==> src/common/csr_pkg.sv <==
package csr_pkg;

    // ====================
    // Widths and operations
    // ====================
    localparam int XLEN       = 32;
    localparam int CSR_ADDR_W = 12;

    // Operation code 0 leaves the register alone
    localparam logic [1:0] CSR_OP_WRITE = 2'd1;
    localparam logic [1:0] CSR_OP_SET   = 2'd2;
    localparam logic [1:0] CSR_OP_CLEAR = 2'd3;

    // ====================
    // CSR addresses
    // ====================
    // Machine trap setup and handling
    localparam logic [CSR_ADDR_W-1:0] CSR_MSTATUS  = 12'h300;
    localparam logic [CSR_ADDR_W-1:0] CSR_MIE      = 12'h304;
    localparam logic [CSR_ADDR_W-1:0] CSR_MTVEC    = 12'h305;
    localparam logic [CSR_ADDR_W-1:0] CSR_MSCRATCH = 12'h340;
    localparam logic [CSR_ADDR_W-1:0] CSR_MEPC     = 12'h341;
    localparam logic [CSR_ADDR_W-1:0] CSR_MCAUSE   = 12'h342;
    localparam logic [CSR_ADDR_W-1:0] CSR_MTVAL    = 12'h343;
    localparam logic [CSR_ADDR_W-1:0] CSR_MIP      = 12'h344;
    // Machine counters
    localparam logic [CSR_ADDR_W-1:0] CSR_MCYCLE    = 12'hB00;
    localparam logic [CSR_ADDR_W-1:0] CSR_MINSTRET  = 12'hB02;
    localparam logic [CSR_ADDR_W-1:0] CSR_MCYCLEH   = 12'hB80;
    localparam logic [CSR_ADDR_W-1:0] CSR_MINSTRETH = 12'hB82;
    // Read-only user aliases
    localparam logic [CSR_ADDR_W-1:0] CSR_CYCLE    = 12'hC00;
    localparam logic [CSR_ADDR_W-1:0] CSR_INSTRET  = 12'hC02;
    localparam logic [CSR_ADDR_W-1:0] CSR_CYCLEH   = 12'hC80;
    localparam logic [CSR_ADDR_W-1:0] CSR_INSTRETH = 12'hC82;
    // Custom timer and random number
    localparam logic [CSR_ADDR_W-1:0] CSR_CUSTOM_MTIME    = 12'hBC0;
    localparam logic [CSR_ADDR_W-1:0] CSR_CUSTOM_MTIMECMP = 12'hBC1;
    localparam logic [CSR_ADDR_W-1:0] CSR_CUSTOM_LFSR     = 12'hBC2;

    // Bit positions
    localparam int MSTATUS_MIE_BIT  = 3;
    localparam int MSTATUS_MPIE_BIT = 7;
    localparam int MIE_MTIE_BIT     = 7;
    localparam int MIP_MTIP_BIT     = 7;

    // mcause values with the interrupt flag in the top bit
    localparam logic [XLEN-1:0] CAUSE_TIMER_INT    = 32'h8000_0007;
    localparam logic [XLEN-1:0] CAUSE_ILLEGAL_INST = 32'd2;
    localparam logic [XLEN-1:0] CAUSE_BREAKPOINT   = 32'd3;
    localparam logic [XLEN-1:0] CAUSE_MISALIGNED   = 32'd4;
    localparam logic [XLEN-1:0] CAUSE_ILLEGAL_CSR  = 32'd11;

    // Taps 31 21 1 0 of x^32 + x^22 + x^2 + x + 1
    localparam logic [XLEN-1:0] LFSR_TAPS = 32'h8020_0003;
    localparam logic [XLEN-1:0] LFSR_SEED = 32'd1;

    // Word view for software and field view for trap updates
    typedef union packed {
        logic [XLEN-1:0] word;
        struct packed {
            logic [XLEN-1:MSTATUS_MPIE_BIT+1]             rsvd_hi;
            logic                                         mpie;
            logic [MSTATUS_MPIE_BIT-1:MSTATUS_MIE_BIT+1] rsvd_mid;
            logic                                         mie;
            logic [MSTATUS_MIE_BIT-1:0]                   rsvd_lo;
        } fields;
    } mstatus_u;

    // New register value for write, set or clear
    function automatic logic [XLEN-1:0] csr_apply_op(
        input logic [XLEN-1:0] old_val,
        input logic [1:0]      op,
        input logic [XLEN-1:0] wdata
    );
        case (op)
            CSR_OP_WRITE: return wdata;
            CSR_OP_SET:   return old_val | wdata;
            CSR_OP_CLEAR: return old_val & ~wdata;
            default:      return old_val;
        endcase
    endfunction

endpackage

==> src/common/csr_bus_if.sv <==
interface csr_bus_if;
    import csr_pkg::*;

    // Strobes act in the cycle they are high
    logic                  wren;
    logic                  rden;
    logic [1:0]            op;
    logic [CSR_ADDR_W-1:0] addr;
    logic [XLEN-1:0]       wdata;

    // Decoder side
    modport access (
        output wren, rden, op, addr, wdata
    );

    // Register block side
    modport target (
        input wren, rden, op, addr, wdata
    );

endinterface

==> src/design/csr_access.sv <==
module csr_access (
    input  logic                          csr_wren,
    input  logic                          csr_rden,
    input  logic [1:0]                    csr_op,
    input  logic [csr_pkg::CSR_ADDR_W-1:0] csr_addr,
    input  logic [csr_pkg::XLEN-1:0]      csr_imm,
    input  logic                          csr_imm_sel,
    input  logic [csr_pkg::XLEN-1:0]      rs1_data,
    csr_bus_if.access                     bus,
    input  logic [csr_pkg::XLEN-1:0]      counters_rdata,
    input  logic [csr_pkg::XLEN-1:0]      trap_rdata,
    output logic [csr_pkg::XLEN-1:0]      csr_rdata
);
    import csr_pkg::*;

    logic [XLEN-1:0] wr_src;
    logic [XLEN-1:0] merged_rdata;

    // ====================
    // Write side
    // ====================
    // Immediate form or register form
    assign wr_src = csr_imm_sel ? csr_imm : rs1_data;

    assign bus.wren  = csr_wren;
    assign bus.rden  = csr_rden;
    assign bus.op    = csr_op;
    assign bus.addr  = csr_addr;
    assign bus.wdata = wr_src;

    // ====================
    // Read side
    // ====================
    // Each block returns zero off its own addresses
    assign merged_rdata = counters_rdata | trap_rdata;

    // Nothing on the read port without a read strobe
    assign csr_rdata = csr_rden ? merged_rdata : '0;

endmodule

==> src/csr_counters/csr_counters.sv <==
module csr_counters (
    input  logic                     clk,
    input  logic                     rst_n,
    csr_bus_if.target                bus,
    input  logic                     retired,
    output logic [csr_pkg::XLEN-1:0] rdata,
    output logic                     mtime_reached
);
    import csr_pkg::*;

    logic [2*XLEN-1:0] mcycle;
    logic [2*XLEN-1:0] minstret;
    logic [XLEN-1:0]   mtime;
    logic [XLEN-1:0]   mtimecmp;
    logic [XLEN-1:0]   lfsr;

    logic [2*XLEN-1:0] mcycle_nxt;
    logic [2*XLEN-1:0] minstret_nxt;
    logic [XLEN-1:0]   mtimecmp_nxt;
    logic [XLEN-1:0]   lfsr_nxt;
    logic [XLEN-1:0]   lfsr_shift;
    logic              lfsr_fb;
    logic              lfsr_rd;

    // ====================
    // Random number
    // ====================
    // Fibonacci form with feedback entering at the top
    assign lfsr_fb    = ^(lfsr & LFSR_TAPS);
    assign lfsr_shift = {lfsr_fb, lfsr[XLEN-1:1]};
    assign lfsr_rd    = bus.rden && (bus.addr == CSR_CUSTOM_LFSR);

    // Timer compare level for the trap block
    assign mtime_reached = (mtime >= mtimecmp);

    // ====================
    // Next state
    // ====================
    always_comb begin
        // Hardware updates
        mcycle_nxt   = mcycle + 64'd1;
        minstret_nxt = minstret + {63'd0, retired};
        mtimecmp_nxt = mtimecmp;
        lfsr_nxt     = lfsr;
        // Each read draws a new number
        if (lfsr_rd) begin
            lfsr_nxt = lfsr_shift;
        end
        // Software writes win over the counting above
        // Only the addressed half is replaced
        if (bus.wren) begin
            case (bus.addr)
                CSR_MCYCLE:
                    mcycle_nxt[XLEN-1:0] = csr_apply_op(mcycle[XLEN-1:0], bus.op, bus.wdata);
                CSR_MCYCLEH:
                    mcycle_nxt[2*XLEN-1:XLEN] =
                        csr_apply_op(mcycle[2*XLEN-1:XLEN], bus.op, bus.wdata);
                CSR_MINSTRET:
                    minstret_nxt[XLEN-1:0] =
                        csr_apply_op(minstret[XLEN-1:0], bus.op, bus.wdata);
                CSR_MINSTRETH:
                    minstret_nxt[2*XLEN-1:XLEN] =
                        csr_apply_op(minstret[2*XLEN-1:XLEN], bus.op, bus.wdata);
                CSR_CUSTOM_MTIMECMP:
                    mtimecmp_nxt = csr_apply_op(mtimecmp, bus.op, bus.wdata);
                CSR_CUSTOM_LFSR:
                    lfsr_nxt = csr_apply_op(lfsr, bus.op, bus.wdata);
                // Aliases and mtime are read only
                default: ;
            endcase
        end
    end

    always_ff @(posedge clk) begin
        if (!rst_n) begin
            mcycle   <= '0;
            minstret <= '0;
            mtime    <= '0;
            mtimecmp <= '0;
            // Never start from all zeros
            lfsr     <= LFSR_SEED;
        end else begin
            mcycle   <= mcycle_nxt;
            minstret <= minstret_nxt;
            mtime    <= mtime + 32'd1;
            mtimecmp <= mtimecmp_nxt;
            lfsr     <= lfsr_nxt;
        end
    end

    // ====================
    // Read data
    // ====================
    always_comb begin
        case (bus.addr)
            CSR_MCYCLE, CSR_CYCLE:         rdata = mcycle[XLEN-1:0];
            CSR_MCYCLEH, CSR_CYCLEH:       rdata = mcycle[2*XLEN-1:XLEN];
            CSR_MINSTRET, CSR_INSTRET:     rdata = minstret[XLEN-1:0];
            CSR_MINSTRETH, CSR_INSTRETH:   rdata = minstret[2*XLEN-1:XLEN];
            CSR_CUSTOM_MTIME:              rdata = mtime;
            CSR_CUSTOM_MTIMECMP:           rdata = mtimecmp;
            // Return the advanced value and never the stored seed
            CSR_CUSTOM_LFSR:               rdata = lfsr_shift;
            default:                       rdata = '0;
        endcase
    end

endmodule

==> src/csr_trap/csr_trap_unit.sv <==
module csr_trap_unit (
    input  logic                     clk,
    input  logic                     rst_n,
    csr_bus_if.target                bus,
    input  logic                     mtime_reached,
    input  logic                     timer_int_taken,
    input  logic                     illegal_inst,
    input  logic                     misaligned,
    input  logic                     illegal_csr,
    input  logic                     breakpoint,
    input  logic                     mret,
    input  logic [csr_pkg::XLEN-1:0] trap_pc,
    input  logic [csr_pkg::XLEN-1:0] trap_tval,
    output logic [csr_pkg::XLEN-1:0] rdata,
    output logic                     timer_int_enable,
    output logic                     trap_jump_en,
    output logic                     trap_return_en,
    output logic [csr_pkg::XLEN-1:0] trap_jump_addr,
    output logic [csr_pkg::XLEN-1:0] trap_return_addr
);
    import csr_pkg::*;

    mstatus_u        mstatus;
    logic [XLEN-1:0] mie;
    logic [XLEN-1:0] mip;
    logic [XLEN-1:0] mtvec;
    logic [XLEN-1:0] mscratch;
    logic [XLEN-1:0] mepc;
    logic [XLEN-1:0] mcause;
    logic [XLEN-1:0] mtval;

    mstatus_u        mstatus_nxt;
    logic [XLEN-1:0] mie_nxt;
    logic [XLEN-1:0] mip_nxt;
    logic [XLEN-1:0] mtvec_nxt;
    logic [XLEN-1:0] mscratch_nxt;
    logic [XLEN-1:0] mepc_nxt;
    logic [XLEN-1:0] mcause_nxt;
    logic [XLEN-1:0] mtval_nxt;

    logic            exc_any;
    logic            trap_any;
    logic [XLEN-1:0] trap_cause;

    // ====================
    // Trap decode
    // ====================
    assign exc_any  = illegal_inst | misaligned | illegal_csr | breakpoint;
    assign trap_any = exc_any | timer_int_taken;

    // Later sources override earlier ones
    always_comb begin
        trap_cause = CAUSE_TIMER_INT;
        if (illegal_inst) trap_cause = CAUSE_ILLEGAL_INST;
        if (misaligned)   trap_cause = CAUSE_MISALIGNED;
        if (illegal_csr)  trap_cause = CAUSE_ILLEGAL_CSR;
        if (breakpoint)   trap_cause = CAUSE_BREAKPOINT;
    end

    // Redirect to the core in the same cycle
    assign trap_jump_en     = trap_any;
    assign trap_jump_addr   = mtvec;
    assign trap_return_en   = mret;
    assign trap_return_addr = mepc;

    // Pending, globally enabled, locally enabled
    assign timer_int_enable = mip[MIP_MTIP_BIT] & mstatus.fields.mie & mie[MIE_MTIE_BIT];

    // ====================
    // Next state
    // ====================
    always_comb begin
        mstatus_nxt  = mstatus;
        mie_nxt      = mie;
        mip_nxt      = mip;
        mtvec_nxt    = mtvec;
        mscratch_nxt = mscratch;
        mepc_nxt     = mepc;
        mcause_nxt   = mcause;
        mtval_nxt    = mtval;
        // Timer pending follows the compare one cycle late
        mip_nxt[MIP_MTIP_BIT] = mtime_reached;
        // Trap entry
        if (trap_any) begin
            mcause_nxt = trap_cause;
            mepc_nxt   = trap_pc;
            // No tval for the timer interrupt
            if (exc_any) begin
                mtval_nxt = trap_tval;
            end
            // Block nesting until mret
            mstatus_nxt.fields.mpie = mstatus.fields.mie;
            mstatus_nxt.fields.mie  = 1'b0;
        end
        // Trap return
        if (mret) begin
            mstatus_nxt.fields.mie = mstatus.fields.mpie;
        end
        // Software writes last
        if (bus.wren) begin
            case (bus.addr)
                CSR_MSTATUS:  mstatus_nxt.word = csr_apply_op(mstatus.word, bus.op, bus.wdata);
                CSR_MIE:      mie_nxt      = csr_apply_op(mie, bus.op, bus.wdata);
                CSR_MIP:      mip_nxt      = csr_apply_op(mip, bus.op, bus.wdata);
                CSR_MTVEC:    mtvec_nxt    = csr_apply_op(mtvec, bus.op, bus.wdata);
                CSR_MSCRATCH: mscratch_nxt = csr_apply_op(mscratch, bus.op, bus.wdata);
                CSR_MEPC:     mepc_nxt     = csr_apply_op(mepc, bus.op, bus.wdata);
                CSR_MCAUSE:   mcause_nxt   = csr_apply_op(mcause, bus.op, bus.wdata);
                CSR_MTVAL:    mtval_nxt    = csr_apply_op(mtval, bus.op, bus.wdata);
                default: ;
            endcase
        end
    end

    always_ff @(posedge clk) begin
        if (!rst_n) begin
            mstatus  <= '0;
            mie      <= '0;
            mip      <= '0;
            mtvec    <= '0;
            mscratch <= '0;
            mepc     <= '0;
            mcause   <= '0;
            mtval    <= '0;
        end else begin
            mstatus  <= mstatus_nxt;
            mie      <= mie_nxt;
            mip      <= mip_nxt;
            mtvec    <= mtvec_nxt;
            mscratch <= mscratch_nxt;
            mepc     <= mepc_nxt;
            mcause   <= mcause_nxt;
            mtval    <= mtval_nxt;
        end
    end

    // ====================
    // Read data
    // ====================
    always_comb begin
        case (bus.addr)
            CSR_MSTATUS:  rdata = mstatus.word;
            CSR_MIE:      rdata = mie;
            CSR_MIP:      rdata = mip;
            CSR_MTVEC:    rdata = mtvec;
            CSR_MSCRATCH: rdata = mscratch;
            CSR_MEPC:     rdata = mepc;
            CSR_MCAUSE:   rdata = mcause;
            CSR_MTVAL:    rdata = mtval;
            default:      rdata = '0;
        endcase
    end

endmodule

==> src/design/csr_unit.sv <==
module csr_unit (
    input  logic                           clk,
    input  logic                           rst_n,
    // Software access
    input  logic                           csr_wren,
    input  logic                           csr_rden,
    input  logic [1:0]                     csr_op,
    input  logic [csr_pkg::CSR_ADDR_W-1:0] csr_addr,
    input  logic [csr_pkg::XLEN-1:0]       csr_imm,
    input  logic                           csr_imm_sel,
    input  logic [csr_pkg::XLEN-1:0]       rs1_data,
    // Retire strobe from the core
    input  logic                           retired,
    // Trap sources
    input  logic                           timer_int_taken,
    input  logic                           illegal_inst,
    input  logic                           misaligned,
    input  logic                           illegal_csr,
    input  logic                           breakpoint,
    input  logic                           mret,
    input  logic [csr_pkg::XLEN-1:0]       trap_pc,
    input  logic [csr_pkg::XLEN-1:0]       trap_tval,
    // Results to the core
    output logic [csr_pkg::XLEN-1:0]       csr_rdata,
    output logic                           timer_int_enable,
    output logic                           trap_jump_en,
    output logic [csr_pkg::XLEN-1:0]       trap_jump_addr,
    output logic                           trap_return_en,
    output logic [csr_pkg::XLEN-1:0]       trap_return_addr
);
    import csr_pkg::*;

    logic [XLEN-1:0] counters_rdata;
    logic [XLEN-1:0] trap_rdata;
    logic            mtime_reached;

    csr_bus_if bus ();

    // Decoder drives the shared bus
    csr_access i_csr_access (
        .csr_wren       (csr_wren),
        .csr_rden       (csr_rden),
        .csr_op         (csr_op),
        .csr_addr       (csr_addr),
        .csr_imm        (csr_imm),
        .csr_imm_sel    (csr_imm_sel),
        .rs1_data       (rs1_data),
        .bus            (bus),
        .counters_rdata (counters_rdata),
        .trap_rdata     (trap_rdata),
        .csr_rdata      (csr_rdata)
    );

    // Counters, timer, random number
    csr_counters i_csr_counters (
        .clk           (clk),
        .rst_n         (rst_n),
        .bus           (bus),
        .retired       (retired),
        .rdata         (counters_rdata),
        .mtime_reached (mtime_reached)
    );

    // Trap CSRs and redirect
    csr_trap_unit i_csr_trap_unit (
        .clk              (clk),
        .rst_n            (rst_n),
        .bus              (bus),
        .mtime_reached    (mtime_reached),
        .timer_int_taken  (timer_int_taken),
        .illegal_inst     (illegal_inst),
        .misaligned       (misaligned),
        .illegal_csr      (illegal_csr),
        .breakpoint       (breakpoint),
        .mret             (mret),
        .trap_pc          (trap_pc),
        .trap_tval        (trap_tval),
        .rdata            (trap_rdata),
        .timer_int_enable (timer_int_enable),
        .trap_jump_en     (trap_jump_en),
        .trap_return_en   (trap_return_en),
        .trap_jump_addr   (trap_jump_addr),
        .trap_return_addr (trap_return_addr)
    );

endmodule

==> config.mk <==
export PLATFORM = sky130hd
export DESIGN_NAME = csr_unit
export DESIGN_NICKNAME = d
export VERILOG_FILES = /design/src/common/csr_pkg.sv /design/src/common/csr_bus_if.sv /design/src/design/csr_access.sv /design/src/csr_counters/csr_counters.sv /design/src/csr_trap/csr_trap_unit.sv /design/src/design/csr_unit.sv
export SDC_FILE = /design/constraint.sdc
export NUM_CORES = 2
export LEC_CHECK = 0
export ABC_AREA = 1
export ABC_CLOCK_PERIOD_IN_PS = 3450
export BUFFER_PORTS_ARGS = -buffer_cell sky130_fd_sc_hd__buf_2
export CAP_MARGIN = 30
export CELL_PAD_IN_SITES_DETAIL_PLACEMENT = 1
export CELL_PAD_IN_SITES_GLOBAL_PLACEMENT = 1
export CORE_ASPECT_RATIO = 1.2
export CORE_UTILIZATION = 25
export CTS_BUF_LIST = sky130_fd_sc_hd__clkbuf_2
export DETAILED_ROUTE_END_ITERATION = 8
export PLACE_DENSITY_LB_ADDON = 0.1
export SLEW_MARGIN = 20
export SYNTH_ARGS = -nofsm -noshare
export SYNTH_HDL_FRONTEND = slang
export SYNTH_SLANG_ARGS = --single-unit
==> constraint.sdc <==
create_clock -name clk -period 3.45 [get_ports clk]
set_input_delay 0.345 -clock clk [delete_from_list [all_inputs] [get_ports clk]]
set_output_delay 0.345 -clock clk [all_outputs]
set_load 0.005 [all_outputs]
==> metrics <==
Static Leak=17.5 nW; area delta synth->final=43.8%; H-tree depth=4; commonest cells in the netlist=nand2_1, a21oi_1, o21ai_0; Post-synth ARST share=0%; maximum fanout along the worst path=35; area of the multi-input gates=between 15,000 and 20,000 µm²; syn nets=5,225; Hold Vio Cnt, Final=0; fin crit period=approximately 3700 ps; TNS Setup=-1740 ps; status=finished, violations left; synthesized area=31,100 µm²; crit path capture type=flip-flop; final wirelength=about 230,000 µm; Core Util, Final=~36%; antenna-violating nets left=0; # port buffers=~250; Final Cycle Share=108%; Initial DRC Count=3,596; dpl cells=6,898; die height=slightly below 400 µm; NumNets Final=6,332; Worst-Margin Slew=between 1000 and 1500 ps; relative slew slack=18.4%; Clock Sinks=480; Max Fclk=269 MHz; number of max-cap violations=0; EDFF count, synth=0; Yosys cell types=63; post-route setup slack=-274 ps; syn_area_per_cell=just over 6 µm²; Slew Viols, Final=0; number of fill cells=roughly 16,000; Clock Latency Late Sink=~1700 ps; flops & latches, synth=between 400 and 500; Root Buffer=clkbuf_2; most common cell in the synthesized netlist=nand2_1; DRC=0; design area=approximately 45,000 µm²; die area=126,000 µm²; die width=324 µm; first-pass GRT wire length=319,000 µm; Yosys top cell by area=dfxtp_1; unrepaired setup endpoints after global routing=yes; top cells by area, synth=dfxtp_1, nand2_1, a21oi_1; grt ovf=0; peak supply drop=0.287 mV; WP data required=roughly 5000 ps; Power Total=roughly 13 mW; I/O pins=253; DR vias/cell=5.45; power density over the cells=290 nW/µm²; crit path kind=in2reg; area share of the largest cell type after synthesis=a little under a third; Post-Place Cell Area=35,300 µm²; vias in the first global route=44,100; CP arrival=~5300 ps; gr usage total=35.3%; min-delay worst type=in2reg; yosys warns=0; HPWL after detailed placement=roughly 160,000 µm; post-synthesis sequential area ratio=30.9%; Register Area=around 9700 µm²; starting density of the core=between 20% and 30%; Clock Tree Buf Depth=3; core area=about 120,000 µm²; top_reg_cell synth=dfxtp_1; wire length per cell=just under 30 µm; endpoints failing setup=14; Mapped Cells=between 5,000 and 6,000; TritonCTS buffer count=approximately 150; startpoint types=input pin; largest net degree at the start of global routing=approximately 110; GP Congestion=approximately 1.0; Layout Cells excl Fill=about 7,900; iteration count of the initial detailed-routing pass=6; initial antenna violation count=15; Max Clock Skew=between 100 and 150 ps; fraction of layout cells with a size suffix above 1=18.0%; Worst-path clk slew=120 ps; CTS tree=built; vias=~43,000; failing checks=negative setup slack; Std-Cell Rows=about 140
## report_power, final
part	internal, mW	switching [mW]
sequential	5.59	0.0753
clock	1.91	3.18
combinational	0.887	1.35
## sequential cells by signal, indices dropped and copies added (netlist names)
register / flops
i_csr_trap_unit.trap_jump_addr: 32
i_csr_counters.mtime: 32
i_csr_trap_unit.mie: 32
i_csr_trap_unit.mtval: 32
i_csr_counters.mtimecmp: 32
i_csr_trap_unit.mip: 32
i_csr_counters.mcycle: 64
i_csr_trap_unit.trap_return_addr: 32
i_csr_counters.lfsr: 32
i_csr_counters.minstret: 64
i_csr_trap_unit.mstatus: 32
i_csr_trap_unit.mscratch: 32
i_csr_trap_unit.mcause: 32
## placed cells by master (no fill, tap or decap), drive strengths merged, types with 9 or more instances in the layout
master / Yosys / final
ha: 36 / 36
a31oi: 31 / 31
dfxtp: 480 / 480
xor2: 55 / 55
dlygate4sd3: 0 / 663
nor4: 11 / 11
a21oi: 624 / 624
o22ai: 131 / 131
nand3: 190 / 190
a211oi: 21 / 21
o31ai: 9 / 9
clkbuf: 168 / 212
o211ai: 51 / 51
o21ai: 594 / 594
a22o: 31 / 31
buf: 107 / 560
clkinvlp: 0 / 22
inv: 508 / 495
nand4: 66 / 66
nor2: 488 / 488
clkinv: 11 / 42
nand2: 1231 / 1231
o221ai: 9 / 9
nor3: 116 / 116
o32ai: 10 / 10
## layer usage
| metal | GRT usage (%) | up-vias | share of wire (%) |
|---|---|---|---|
| li1 | - | 19200 | - |
| met1 | 44.6 | 21400 | 41 |
| met4 | 18.2 | 4 | 5.5 |
| met5 | 0 | - | 0.010 |
| met2 | 57.3 | 1837 | 46 |
| met3 | 5.95 | 527 | 6.7 |
## cells by family (layout without fill, tap and decap cells)
group | Yosys count | in the layout | synth area share (%)
flops | 480 | 480 | 30.9
compound gates | 1538 | 1539 | 27.1
simple gates | 2124 | 2124 | 28.7
buf+inv | 794 | 1997 | 10.1
xor+xnor | 62 | 62 | 1.75
fa+ha+maj | 36 | 36 | 1.45
other cells | 0 | 8 | 0
mux | 1 | 1 | 0.0322
## through the flow
stage	hold WS, ps	worst slack (ps)
after floorplan	430	1420
after global placement	452	368
after detailed placement	456	356
after CTS	4.96	-156
after global routing	13.9	-285
final	62.4	-274
## final timing paths
kind                                           startpoint                                       end  slack [ps]  cells after the start
setup / recovery                               breakpoint    i_csr_trap_unit.mtval[27]$_SDFFE_PN0P_        -270                     14
hold / removal                                csr_addr[3]     i_csr_trap_unit.mtval[0]$_SDFFE_PN0P_          60                      8
setup reg to reg  i_csr_counters.minstret[0]$_SDFFE_PN0P_  i_csr_counters.minstret[46]$_SDFFE_PN0P_         210                     13
hold reg to reg      i_csr_counters.lfsr[15]$_SDFFE_PN0P_      i_csr_counters.lfsr[15]$_SDFFE_PN0P_         460                      2
## critical path, cell delays in order
cell and delay, ps:
dlygate4sd3_1 570, buf_2 120, dlygate4sd3_1 680, nor2_4 80
nand2_2 180, buf_4 540, nand2_1 90, dlygate4sd3_1 580
nand3_1 100, dlygate4sd3_1 600, nand2_1 80, dlygate4sd3_1 560
a21oi_1 130, dlygate4sd3_1 560
## final cells by class
| cell class | count | area share, % |
|---|---|---|
| timing repair inverter | 1 | 0.0168 |
| timing repair buffer | 1224 | 23.6 |
| inverter | 519 | 4.58 |
| multi-input combinational | 3762 | 42.3 |
| clock inverter | 42 | 0.663 |
| sequential | 480 | 21.8 |
| antenna | 8 | 0.0448 |
| tap | 1644 | 4.60 |
| clock buffer | 211 | 2.36 |
## repair_timing
action,4_1_cts,5_1_grt
setup buffers,14,50
endpoints found under the setup margin,32,114
resized for setup,159,156
hold buffers,681,9
pin swaps,25,35
hold endpoints to repair,480,49
gates cloned,0,2
Note: power is estimated with default switching activity, not from simulation.
